<file path="src/amul_macros.svh">
`ifndef AMUL_MACROS_SVH
`define AMUL_MACROS_SVH

// operand and datapath widths
`define AMUL_OP_W 16
`define AMUL_MANT_W 8
`define AMUL_RES_W 32

// memory sizes
`define AMUL_IN_DEPTH 16
`define AMUL_PAIRS 8

// normalization stops after this many shifts
`define AMUL_MAX_SHIFT 7

`endif

</file>
<file path="src/amul_ctrl_pkg.sv">
package amul_ctrl_pkg;

    // fetch controller
    typedef enum logic [2:0] {
        FS_IDLE,
        FS_READ_A,
        FS_READ_B,
        FS_ISSUE,
        FS_WAIT,
        FS_DRAIN
    } fetch_state_t;

    // one operand normalizer
    typedef enum logic [1:0] {
        NS_IDLE,
        NS_SHIFT,
        NS_HOLD
    } norm_state_t;

endpackage

</file>
<file path="src/amul_data_pkg.sv">
`include "amul_macros.svh"

package amul_data_pkg;

    typedef logic [`AMUL_OP_W-1:0] operand_t;
    typedef logic [`AMUL_MANT_W-1:0] mantissa_t;

    // shift counts, single and summed
    typedef logic [$clog2(`AMUL_MAX_SHIFT+1)-1:0] shift_t;
    typedef logic [$clog2(2*`AMUL_MAX_SHIFT+1)-1:0] shift_sum_t;

    typedef logic [2*`AMUL_MANT_W-1:0] product_t;
    typedef logic [`AMUL_RES_W-1:0] result_t;

    // memory addressing
    typedef logic [$clog2(`AMUL_IN_DEPTH)-1:0] in_addr_t;
    typedef logic [$clog2(`AMUL_PAIRS)-1:0] pair_idx_t;

endpackage

</file>
<file path="src/operand_fetch.sv">
`timescale 1ns/1ps
`include "amul_macros.svh"

module operand_fetch import amul_ctrl_pkg::*, amul_data_pkg::*; (
    input  logic      clk,
    input  logic      rst_n,
    input  logic      start,
    input  logic      in_wr_en,
    input  in_addr_t  in_wr_addr,
    input  operand_t  in_wr_data,
    input  logic      norm_busy,
    input  logic      done,
    output logic      busy,
    output logic      op_load,
    output operand_t  op_a,
    output operand_t  op_b,
    output pair_idx_t pair_idx
);

    operand_t     in_mem [`AMUL_IN_DEPTH];
    fetch_state_t state;
    pair_idx_t    pair_cnt;
    in_addr_t     rd_addr;
    logic         last_pair;

    // drops together with done
    assign busy = (state != FS_IDLE) && !done;
    assign op_load = (state == FS_ISSUE);
    assign pair_idx = pair_cnt;
    assign last_pair = (pair_cnt == pair_idx_t'(`AMUL_PAIRS - 1));
    // word 2k for A, 2k+1 for B
    assign rd_addr = {pair_cnt, (state == FS_READ_B)};

    //////////////////////////////////////////////////
    // input memory, host writes only when idle
    always_ff @(posedge clk or negedge rst_n) begin
        if (!rst_n) begin
            for (int i = 0; i < `AMUL_IN_DEPTH; i++) begin
                in_mem[i] <= '0;
            end
        end else if (in_wr_en && !busy) begin
            in_mem[in_wr_addr] <= in_wr_data;
        end
    end

    always_ff @(posedge clk) begin
        if (state == FS_READ_A) begin
            op_a <= in_mem[rd_addr];
        end
        if (state == FS_READ_B) begin
            op_b <= in_mem[rd_addr];
        end
    end

    //////////////////////////////////////////////////
    // pair sequencing
    always_ff @(posedge clk or negedge rst_n) begin
        if (!rst_n) begin
            state <= FS_IDLE;
            pair_cnt <= '0;
        end else begin
            case (state)
                FS_IDLE: begin
                    if (start) begin
                        state <= FS_READ_A;
                        pair_cnt <= '0;
                    end
                end
                FS_READ_A: state <= FS_READ_B;
                FS_READ_B: state <= FS_WAIT;
                // normalizer must be free before issue
                FS_WAIT: begin
                    if (!norm_busy) begin
                        state <= FS_ISSUE;
                    end
                end
                FS_ISSUE: begin
                    if (last_pair) begin
                        state <= FS_DRAIN;
                    end else begin
                        pair_cnt <= pair_idx_t'(pair_cnt + 1'b1);
                        state <= FS_READ_A;
                    end
                end
                FS_DRAIN: begin
                    // busy is already low here, so a new start is taken
                    if (done) begin
                        state <= start ? FS_READ_A : FS_IDLE;
                        pair_cnt <= '0;
                    end
                end
                default: state <= FS_IDLE;
            endcase
        end
    end

endmodule

</file>
<file path="src/operand_normalizer.sv">
`timescale 1ns/1ps
`include "amul_macros.svh"

module operand_normalizer import amul_ctrl_pkg::*, amul_data_pkg::*; (
    input  logic      clk,
    input  logic      rst_n,
    input  logic      load,
    input  operand_t  operand,
    output logic      ready,
    output mantissa_t mant,
    output shift_t    shift
);

    norm_state_t state;
    operand_t    sh_reg;
    shift_t      cnt;
    logic        finished;

    // leading one reached or shift limit hit
    assign finished = sh_reg[`AMUL_OP_W-1] || (cnt == shift_t'(`AMUL_MAX_SHIFT));
    assign ready = (state == NS_HOLD) || ((state == NS_SHIFT) && finished);
    assign mant = sh_reg[`AMUL_OP_W-1 -: `AMUL_MANT_W];
    assign shift = cnt;

    always_ff @(posedge clk or negedge rst_n) begin
        if (!rst_n) begin
            state <= NS_IDLE;
            cnt <= '0;
        end else if (load) begin
            state <= NS_SHIFT;
            cnt <= '0;
        end else if (state == NS_SHIFT) begin
            if (finished) begin
                state <= NS_HOLD;
            end else begin
                cnt <= shift_t'(cnt + 1'b1);
            end
        end
    end

    always_ff @(posedge clk) begin
        if (load) begin
            sh_reg <= operand;
        end else if ((state == NS_SHIFT) && !finished) begin
            sh_reg <= {sh_reg[`AMUL_OP_W-2:0], 1'b0};
        end
    end

endmodule

</file>
<file path="src/normalize_stage.sv">
`timescale 1ns/1ps
`include "amul_macros.svh"

module normalize_stage import amul_data_pkg::*; (
    input  logic       clk,
    input  logic       rst_n,
    input  logic       op_load,
    input  operand_t   op_a,
    input  operand_t   op_b,
    input  pair_idx_t  pair_idx,
    output logic       norm_busy,
    output logic       norm_valid,
    output mantissa_t  mant_a,
    output mantissa_t  mant_b,
    output shift_sum_t shift_sum,
    output pair_idx_t  norm_pair
);

    logic   ready_a;
    logic   ready_b;
    shift_t shift_a;
    shift_t shift_b;

    operand_normalizer u_norm_a (
        .clk     (clk),
        .rst_n   (rst_n),
        .load    (op_load),
        .operand (op_a),
        .ready   (ready_a),
        .mant    (mant_a),
        .shift   (shift_a)
    );

    operand_normalizer u_norm_b (
        .clk     (clk),
        .rst_n   (rst_n),
        .load    (op_load),
        .operand (op_b),
        .ready   (ready_b),
        .mant    (mant_b),
        .shift   (shift_b)
    );

    // one pulse, when the slower side finishes
    assign norm_valid = norm_busy && ready_a && ready_b;
    assign shift_sum = shift_sum_t'(shift_a) + shift_sum_t'(shift_b);

    always_ff @(posedge clk or negedge rst_n) begin
        if (!rst_n) begin
            norm_busy <= 1'b0;
        end else if (op_load) begin
            norm_busy <= 1'b1;
        end else if (norm_valid) begin
            norm_busy <= 1'b0;
        end
    end

    always_ff @(posedge clk) begin
        if (op_load) begin
            norm_pair <= pair_idx;
        end
    end

endmodule

</file>
<file path="src/mantissa_multiplier.sv">
`timescale 1ns/1ps
`include "amul_macros.svh"

module mantissa_multiplier import amul_data_pkg::*; (
    input  logic       clk,
    input  logic       rst_n,
    input  logic       norm_valid,
    input  mantissa_t  mant_a,
    input  mantissa_t  mant_b,
    input  shift_sum_t shift_sum,
    input  pair_idx_t  norm_pair,
    output logic       prod_valid,
    output product_t   product,
    output shift_sum_t prod_shift,
    output pair_idx_t  prod_pair
);

    always_ff @(posedge clk or negedge rst_n) begin
        if (!rst_n) begin
            prod_valid <= 1'b0;
        end else begin
            prod_valid <= norm_valid;
        end
    end

    // frees the normalizer for the next pair
    always_ff @(posedge clk) begin
        if (norm_valid) begin
            product <= product_t'(mant_a) * product_t'(mant_b);
            prod_shift <= shift_sum;
            prod_pair <= norm_pair;
        end
    end

endmodule

</file>
<file path="src/denormalize_store.sv">
`timescale 1ns/1ps
`include "amul_macros.svh"

module denormalize_store import amul_data_pkg::*; (
    input  logic       clk,
    input  logic       rst_n,
    input  logic       prod_valid,
    input  product_t   product,
    input  shift_sum_t prod_shift,
    input  pair_idx_t  prod_pair,
    input  pair_idx_t  res_rd_addr,
    output result_t    res_rd_data,
    output logic       done
);

    result_t res_mem [`AMUL_PAIRS];
    result_t widened;
    result_t shifted;
    logic    last_pair;

    //////////////////////////////////////////////////
    // undo both normalization shifts
    assign widened = {product, {(`AMUL_RES_W - $bits(product_t)){1'b0}}};
    assign shifted = widened >> prod_shift;
    assign last_pair = (prod_pair == pair_idx_t'(`AMUL_PAIRS - 1));

    always_ff @(posedge clk or negedge rst_n) begin
        if (!rst_n) begin
            for (int i = 0; i < `AMUL_PAIRS; i++) begin
                res_mem[i] <= '0;
            end
        end else if (prod_valid) begin
            res_mem[prod_pair] <= shifted;
        end
    end

    // host read port
    assign res_rd_data = res_mem[res_rd_addr];

    //////////////////////////////////////////////////
    // completion, one cycle after the pair 7 write
    always_ff @(posedge clk or negedge rst_n) begin
        if (!rst_n) begin
            done <= 1'b0;
        end else begin
            done <= prod_valid && last_pair;
        end
    end

endmodule

</file>
<file path="src/amul_top.sv">
`timescale 1ns/1ps
`include "amul_macros.svh"

module amul_top import amul_data_pkg::*; (
    input  logic      clk,
    input  logic      rst_n,
    input  logic      start,
    input  logic      in_wr_en,
    input  in_addr_t  in_wr_addr,
    input  operand_t  in_wr_data,
    input  pair_idx_t res_rd_addr,
    output logic      busy,
    output logic      done,
    output result_t   res_rd_data
);

    // fetch to normalize
    logic       op_load;
    operand_t   op_a;
    operand_t   op_b;
    pair_idx_t  pair_idx;
    logic       norm_busy;

    // normalize to multiply
    logic       norm_valid;
    mantissa_t  mant_a;
    mantissa_t  mant_b;
    shift_sum_t shift_sum;
    pair_idx_t  norm_pair;

    // multiply to store
    logic       prod_valid;
    product_t   product;
    shift_sum_t prod_shift;
    pair_idx_t  prod_pair;

    operand_fetch u_fetch (
        .clk        (clk),
        .rst_n      (rst_n),
        .start      (start),
        .in_wr_en   (in_wr_en),
        .in_wr_addr (in_wr_addr),
        .in_wr_data (in_wr_data),
        .norm_busy  (norm_busy),
        .done       (done),
        .busy       (busy),
        .op_load    (op_load),
        .op_a       (op_a),
        .op_b       (op_b),
        .pair_idx   (pair_idx)
    );

    normalize_stage u_norm (
        .clk        (clk),
        .rst_n      (rst_n),
        .op_load    (op_load),
        .op_a       (op_a),
        .op_b       (op_b),
        .pair_idx   (pair_idx),
        .norm_busy  (norm_busy),
        .norm_valid (norm_valid),
        .mant_a     (mant_a),
        .mant_b     (mant_b),
        .shift_sum  (shift_sum),
        .norm_pair  (norm_pair)
    );

    mantissa_multiplier u_mult (
        .clk        (clk),
        .rst_n      (rst_n),
        .norm_valid (norm_valid),
        .mant_a     (mant_a),
        .mant_b     (mant_b),
        .shift_sum  (shift_sum),
        .norm_pair  (norm_pair),
        .prod_valid (prod_valid),
        .product    (product),
        .prod_shift (prod_shift),
        .prod_pair  (prod_pair)
    );

    denormalize_store u_store (
        .clk         (clk),
        .rst_n       (rst_n),
        .prod_valid  (prod_valid),
        .product     (product),
        .prod_shift  (prod_shift),
        .prod_pair   (prod_pair),
        .res_rd_addr (res_rd_addr),
        .res_rd_data (res_rd_data),
        .done        (done)
    );

endmodule

</file>
<file path="config.mk">
export PLATFORM = sky130hd
export DESIGN_NAME = amul_top
export DESIGN_NICKNAME = d
export VERILOG_FILES = /design/src/amul_ctrl_pkg.sv /design/src/amul_data_pkg.sv /design/src/operand_fetch.sv /design/src/operand_normalizer.sv /design/src/normalize_stage.sv /design/src/mantissa_multiplier.sv /design/src/denormalize_store.sv /design/src/amul_top.sv
export VERILOG_INCLUDE_DIRS = /design/src
export SDC_FILE = /design/constraint.sdc
export NUM_CORES = 1
export LEC_CHECK = 0
export ABC_AREA = 1
export ABC_CLOCK_PERIOD_IN_PS = 4680
export BUFFER_PORTS_ARGS = -buffer_cell sky130_fd_sc_hd__buf_4
export CORE_MARGIN = 3
export CORE_UTILIZATION = 30
export CTS_BUF_LIST = sky130_fd_sc_hd__clkbuf_2 sky130_fd_sc_hd__clkbuf_4 sky130_fd_sc_hd__clkbuf_8
export DETAILED_ROUTE_END_ITERATION = 12
export GPL_TIMING_DRIVEN = 0
export SLEW_MARGIN = 20
export SYNTH_ARGS = -nofsm -noshare
export SYNTH_HDL_FRONTEND = slang
export SYNTH_SLANG_ARGS = --single-unit
</file>
<file path="constraint.sdc">
create_clock -name clk -period 4.68 [get_ports clk]
set_input_delay 0.936 -clock clk [delete_from_list [all_inputs] [get_ports clk]]
set_output_delay 0.936 -clock clk [all_outputs]
set_load 0.01 [all_outputs]
</file>
After elaboration in Yosys (flattened, before gate mapping)
Cells that the tools add are included.
{"block": "totals", "wordCells": 151, "in_bits": 27, "output_inout_bits": 34, "ff_bits": 621}
{"block": "op_classes", "bitwise": 4, "n_mux": 40, "reduce_logical": 35, "addsub": 4, "eq_ne": 19, "order_cmp": 6, "mul": 1, "shift": 1}
{"cell": "$bwmux W256", "n": 2}
{"cell": "$mux W16", "n": 7}
{"cell": "$bmux W32 S3", "n": 1}
{"cell": "$demux W32 S3", "n": 1}
{"cell": "$mux W32", "n": 3}
{"cell": "$bmux W16 S4", "n": 1}
{"cell": "$demux W16 S4", "n": 1}
{"cell": "$mux W3", "n": 13}
{"cell": "$shr A32 B4 Y32", "n": 1}
{"cell": "$eq A3 B3 Y1 const B", "n": 6}
{"cell": "$pmux W3 S6", "n": 1}
{"cell": "$mul A8 B8 Y16", "n": 1}
{"cell": "$reduce_bool A2 Y1", "n": 7}
{"cell": "$mux W2", "n": 6}
{"cell": "$logic_and A1 B1 Y1", "n": 11}
{"cell": "$ge A5 B5 Y1 const B", "n": 2}
{"cell": "$ne A2 B2 Y1 const B", "n": 5}
{"cell": "$not A4 Y5", "n": 2}
{"cell": "$add A3 B1 Y3 const B", "n": 3}
{"cell": "$pmux W3 S3", "n": 1}
{"cell": "$ge A4 B4 Y1 const B", "n": 2}
{"cell": "$not A3 Y4", "n": 2}
{"cell": "$reduce_and A2 Y1", "n": 4}
{"cell": "$eq A3 B2 Y1 const B", "n": 2}
{"cell": "14 further kinds", "n": 25}

Depth between registers and ports, before layout
{"block": "logic_depth", "word_depth": 8, "depth_mapped": 20}

By module
Synthesis repeated with hierarchy kept, for this count alone.
{"block": "hier_totals", "hier_cells": 3955, "area_unflattened_um2": 32029.5}
{"mod": "operand_fetch", "cells_per_inst": 1738, "instances": 1, "seq_area_each_um2": 7517.2, "area_each_um2": 14306.2}
{"mod": "denormalize_store", "cells_per_inst": 1578, "instances": 1, "seq_area_each_um2": 6231.0, "area_each_um2": 12229.2}
{"mod": "mantissa_multiplier", "cells_per_inst": 402, "instances": 1, "seq_area_each_um2": 715.7, "area_each_um2": 3128.0}
{"mod": "operand_normalizer", "cells_per_inst": 107, "instances": 2, "seq_area_each_um2": 605.6, "area_each_um2": 1064.8}
{"mod": "normalize_stage", "cells_per_inst": 23, "instances": 1, "seq_area_each_um2": 115.1, "area_each_um2": 236.5}

Least setup slack after synthesis
No wires, ideal clock.
{"block": "synth_timing", "path_type": "register to register", "from": "reg u_norm.u_norm_a.sh_reg[11]", "to": "reg u_mult.product[13], data pin", "stages_incl_launch_ff": 18, "path_buffers": 1, "slack_ns": 0.860, "t_arrival_ns": 3.568, "required_time_ns": 4.428, "cell_sequence": "edfxtp_1 > clkbuf_1 > nand2_1 > fa_1 > inv_1 > fa_1 > inv_1 > fa_1 > fa_1 > inv_1 > ha_1 > nand2_1 > o21ai_0 > nand2_1 > nand2_1 > nand2_1 > nand3_1 > nand2_1"}
{"block": "synth_via", "elab_chain_cells": 1}
{"element": "start: declaration", "line": "operand_normalizer.sv:15", "source": "operand_t sh_reg;"}
{"element": "start signal: assignment", "line": "operand_normalizer.sv:43", "source": "sh_reg <= operand;"}
{"element": "start signal: assignment", "line": "operand_normalizer.sv:45", "source": "sh_reg <= {sh_reg[`AMUL_OP_W-2:0], 1'b0};"}
{"element": "$mul A8 B8 Y16", "line": "mantissa_multiplier.sv:29", "source": "product <= product_t'(mant_a) * product_t'(mant_b);"}
{"element": "end signal: assignment", "line": "mantissa_multiplier.sv:29"}
{"element": "end: declaration", "line": "mantissa_multiplier.sv:13", "source": "output product_t product,"}
Every way passes these cells.
A chain may end at the register's enable or synchronous reset.

Final worst setup path
Ends and elaborated chain as after synthesis.

==> results summary <==
The number of design rule violations left after detail routing is 0. The commonest cells after synthesis are sky130_fd_sc_hd__nand2_1 (1097), sky130_fd_sc_hd__dfrtp_1 (523), sky130_fd_sc_hd__o21ai_0 (507). For this design, the slowest cell found on the critical path is sky130_fd_sc_hd__fa_1. After synthesis, the largest family of logic cells by area is simple AND/OR/NAND/NOR gates. The final layout contains routed wiring with a total length of approximately 100 mm.

The pre-antenna-repair detailed-routing pass consisted of 6 iterations. The share of Yosys cell area claimed by the top area cell type is 0.420. The quantity of hold-fixing buffers added after cts is 0. Among the stages of the critical path, the cell type that occurs most often is sky130_fd_sc_hd__nand2_1. The internal power of the cells came out at ~15 mW. The standard cell core area is 0.102 mm^2. The worst endpoint required time is 5.16 ns. For this configuration, the core starts out at a cell density of 0.304. The final-report max-slew violation count is 0. The most frequently used flop master after synthesis is sky130_fd_sc_hd__dfrtp_1. For the pin with the worst max-slew slack, the measured transition is between 1 and 1.5 ns. The worst setup path is of the reg2reg kind. Walking the worst path, the cells encountered are clkbuf_1 -> nand2_1 -> fa_1 -> inv_1 -> fa_1 -> inv_1 -> fa_1 -> fa_1 -> inv_1 -> ha_1 -> nand2_1 -> o21ai_0 -> nand2_1 -> nand2_1 -> nand2_1 -> nand3_1 -> nand2_1. In the post-synthesis netlist, the cell with the most instances is sky130_fd_sc_hd__nand2_1.

The switching power came out at 10.3 mW. The clock transition at the registers of the reported paths came out at approximately 0.060 ns. The mean routed wirelength per cell is 18.2 um. The data arrival time at the worst-slack endpoint is approximately 4.8 ns.

The via count of the first global-routing pass is ~26000. The number of DRC markers after the initial detailed-route iteration came out at approximately 2800. The count of warnings emitted by yosys came out at 0. Of all cell types, the one taking the most synthesized area is sky130_fd_sc_hd__dfrtp_1.

The total instance count after detailed placement came out at between 5000 and 6000. The area of the multi-input gates is 0.0125 mm^2. The cell chosen for the clock root is sky130_fd_sc_hd__clkbuf_8. In this run the worst hold path is classified as in2async. The number of CTS-inserted buffers is 102.

The first-pass GRT wire length is 155 mm. After synthesis the netlist holds a flip-flop and latch count of 613. The logic gate share of total power is 0.433.

The post-synthesis cell count came out at between 3000 and 4000. The flip-flop count of the largest register after layout is 256. TritonCTS built the clock tree.

The adder and majority cell fraction of the synthesized area came out at 0.0419. Max-cap violations in this run came to 0. The worst setup margin came out at between 0.3 and 0.4 ns. The number of fillers in the final layout came out at 10800. The total number of vias came out at around 27000. The worst clock skew on the final layout came out at approximately 0.026 ns.

The synthesized netlist contains 32 unique library cells. The fmax is between 0.2 and 0.25 GHz. The cell area after synthesis came out at approximately 0.031 mm^2. The post-synthesis compound-gate area fraction is 0.112.

Entering global routing, the biggest net connects 95 pins. The top fanout value on the critical path came out at 9. Setup violations remaining at the end of the flow were counted as 0. In the post-synthesis netlist, the biggest area contributors are sky130_fd_sc_hd__dfrtp_1 (42%), sky130_fd_sc_hd__nand2_1 (13%), sky130_fd_sc_hd__edfxtp_1 (8.7%). The placement row count is ~120. The post-synthesis simple-gate area fraction is 0.244.

The clock latency at the later pin of the worst-skew pair is approximately 0.7 ns. The overall routing resource usage is 0.185. Compared with the post-synthesis result, the final layout area differs by 14.4%. The minimum clock period came out at around 4.3 ns. The count of clock tree sinks came out at 613. The initial antenna violation count is 1.

Adding up every negative setup slack in the final design gives 0 ns. VDD sags by at most 0.709 mV. The final count of hold timing violations came out at 0. The largest registers in the layout are u_fetch.in_mem (256), u_store.res_mem (248). The remaining antenna violation count after routing came out at 0. The register cell area after layout is about 0.016 mm^2.

The fraction of power spent switching nets came out at 0.415. The post-route core utilization is 0.348. The final instance count without filler cells is approximately 5500. At the placement stage, the worst setup path has a slack of roughly 0.35 ns. In the final layout, the share of cells above drive strength 1 is 0.0857. The average instance in the mapped netlist occupies 8.04 um^2. The total leakage power is 17.3 nW. After synthesis, the share of cell area in mux cells is 0. Setup repair after global routing left no endpoint under its margin. No sink is reached through more buffers than the 3 on the longest clock path. Counting flops with an async set or reset pin after synthesis yields a share of 0.853.

The xor and xnor area share after synthesis came out at 0.00253. The floorplan die height came out at roughly 330 um. The largest incremental delay on the critical path is between 0.4 and 0.5 ns. After clock tree synthesis, the setup repair step added 0 buffers.

More flip-flops sit in one register than any other, and that register is u_fetch.in_mem. The sequential group share of total power came out at 0.360. The worst relative slew slack is 0.307. The flow ran to the end, and the final reports show no timing, DRC or antenna violations. The routability congestion estimate from global placement came out at 0.910. The number of top-level design ports is ~60. The sum of overflow across all layers after global routing came out at 0. The share of the yosys chip area belonging to registers came out at 0.507. The floorplan step defined a die boundary enclosing approximately 0.11 mm^2. The count of buffers inserted at the top-level ports is 56. The kind of start point of the critical path is a flip-flop. The final layout net count came out at around 4100. After clock tree synthesis, the repair step resized 0 gates. The number of vias per cell after detailed routing is between 4 and 5. The total half-perimeter wirelength after legalization and detailed placement is about 71 mm. Of the total power, the clock network draws 0.207. The chip width is between 300 and 400 um.

STA classifies the critical path endpoint as a flip-flop. The final clock period utilization by the worst path came out at 0.916. The number of synthesized flops with an enable pin is 90. The maximum level of the CTS H-tree came out at 3. The number of nets produced by synthesis came out at around 4000.

The power density normalized to cell area is roughly 700 mW/mm^2.
-- area by class of cell --
| cell class | instances | share of cell area |
|---|---|---|
| inverter | 434 | 0.0457 |
| tap | 1368 | 0.0481 |
| multi-input combinational | 2573 | 0.351 |
| buffer | 252 | 0.0341 |
| antenna | 2 | 0.000141 |
| sequential | 613 | 0.443 |
| clock inverter | 27 | 0.00604 |
| clock buffer | 160 | 0.0555 |
| timing repair buffer | 62 | 0.0161 |
-- cells in the final DEF (no fill, tap or decap), types with 8 or more instances in the layout --
cell                          n
sky130_fd_sc_hd__buf_4       67
sky130_fd_sc_hd__ha_1        45
sky130_fd_sc_hd__clkbuf_8   124
sky130_fd_sc_hd__clkinv_1    12
sky130_fd_sc_hd__nor2_1     158
sky130_fd_sc_hd__nand3_1    463
sky130_fd_sc_hd__buf_2       61
sky130_fd_sc_hd__nand4_1      8
sky130_fd_sc_hd__dfrtp_1    523
sky130_fd_sc_hd__clkinv_2    11
sky130_fd_sc_hd__edfxtp_1    90
sky130_fd_sc_hd__nand2_1   1097
sky130_fd_sc_hd__clkbuf_4    36
sky130_fd_sc_hd__buf_1       19
sky130_fd_sc_hd__clkbuf_1   142
sky130_fd_sc_hd__inv_1      427
sky130_fd_sc_hd__nand2_4     10
sky130_fd_sc_hd__o21ai_0    507
sky130_fd_sc_hd__o21ai_1     66
sky130_fd_sc_hd__nand3b_1    48
sky130_fd_sc_hd__a21oi_1     80
sky130_fd_sc_hd__buf_6       18
sky130_fd_sc_hd__fa_1        37
sky130_fd_sc_hd__a31oi_1     33
-- stage by stage --
stage,hold slack (ns),power (mW),area (um^2)
4_1_cts,0.196,24.9,35600
5_1_grt,0.224,27.0,35600
2_1_floorplan,0.400,16.5,31100
3_3_place_gp,0.411,19.4,33300
3_5_place_dp,0.412,19.7,33400
6_report,0.212,24.9,35600
-- layer usage --
metal / global-route usage / up-vias / share of wire
li1: - / 12800 / -
met1: 0.249 / 13200 / 0.43
met2: 0.298 / 993 / 0.46
met3: 0.0302 / 208 / 0.067
met4: 0.0691 / 0 / 0.036
met5: 0 / - / 0
-- critical path: cells and delay by family (launching register included) --
kind / cells / cell delay (ns)
fa+ha+maj: 5 / 2.10
simple gates: 7 / 0.62
buf+inv: 4 / 0.61
compound gates: 1 / 0.40
flops: 1 / 0.32
-- final timing paths --
check	start	slack, ns	to	cells past startpoint
setup / recovery	u_norm.u_norm_a.sh_reg[11]	0.39	u_mult.product[13]	17
hold / removal	rst_n	0.21	u_store.res_mem[232]	1
setup reg to reg	u_norm.u_norm_a.sh_reg[11]	0.39	u_mult.product[13]	17
hold reg to reg	u_norm.norm_pair[2]	0.43	u_mult.prod_pair[2]	0
max in group asynchronous	rst_n	2.57	u_fetch.in_mem[188]	4
min in group clk	u_norm.norm_pair[2]	0.43	u_mult.prod_pair[2]	0
-- logic make-up (layout without fill, tap and decap cells) --
family                   after synthesis  count (layout)
AO/OA/AOI/OAI                        689             689
XOR/XNOR                               9               9
adder cells (fa/ha/maj)               82              82
buffers and inverters                686             935
flip-flops                           613             613
other                                  1               3
AND/OR/NAND/NOR                     1792            1792
-- power groups by stage --
stage | clock, mW | combinational (mW) | sequential, mW
after floorplan | 0 | 7.80 | 8.73
after global placement | 0 | 10.5 | 8.94
after detailed placement | 0 | 10.7 | 8.99
after CTS | 5.22 | 10.8 | 8.92
after global routing | 5.48 | 12.4 | 9.17
final | 5.15 | 10.8 | 8.95
No activity file was read; power rests on OpenSTA's default activity.
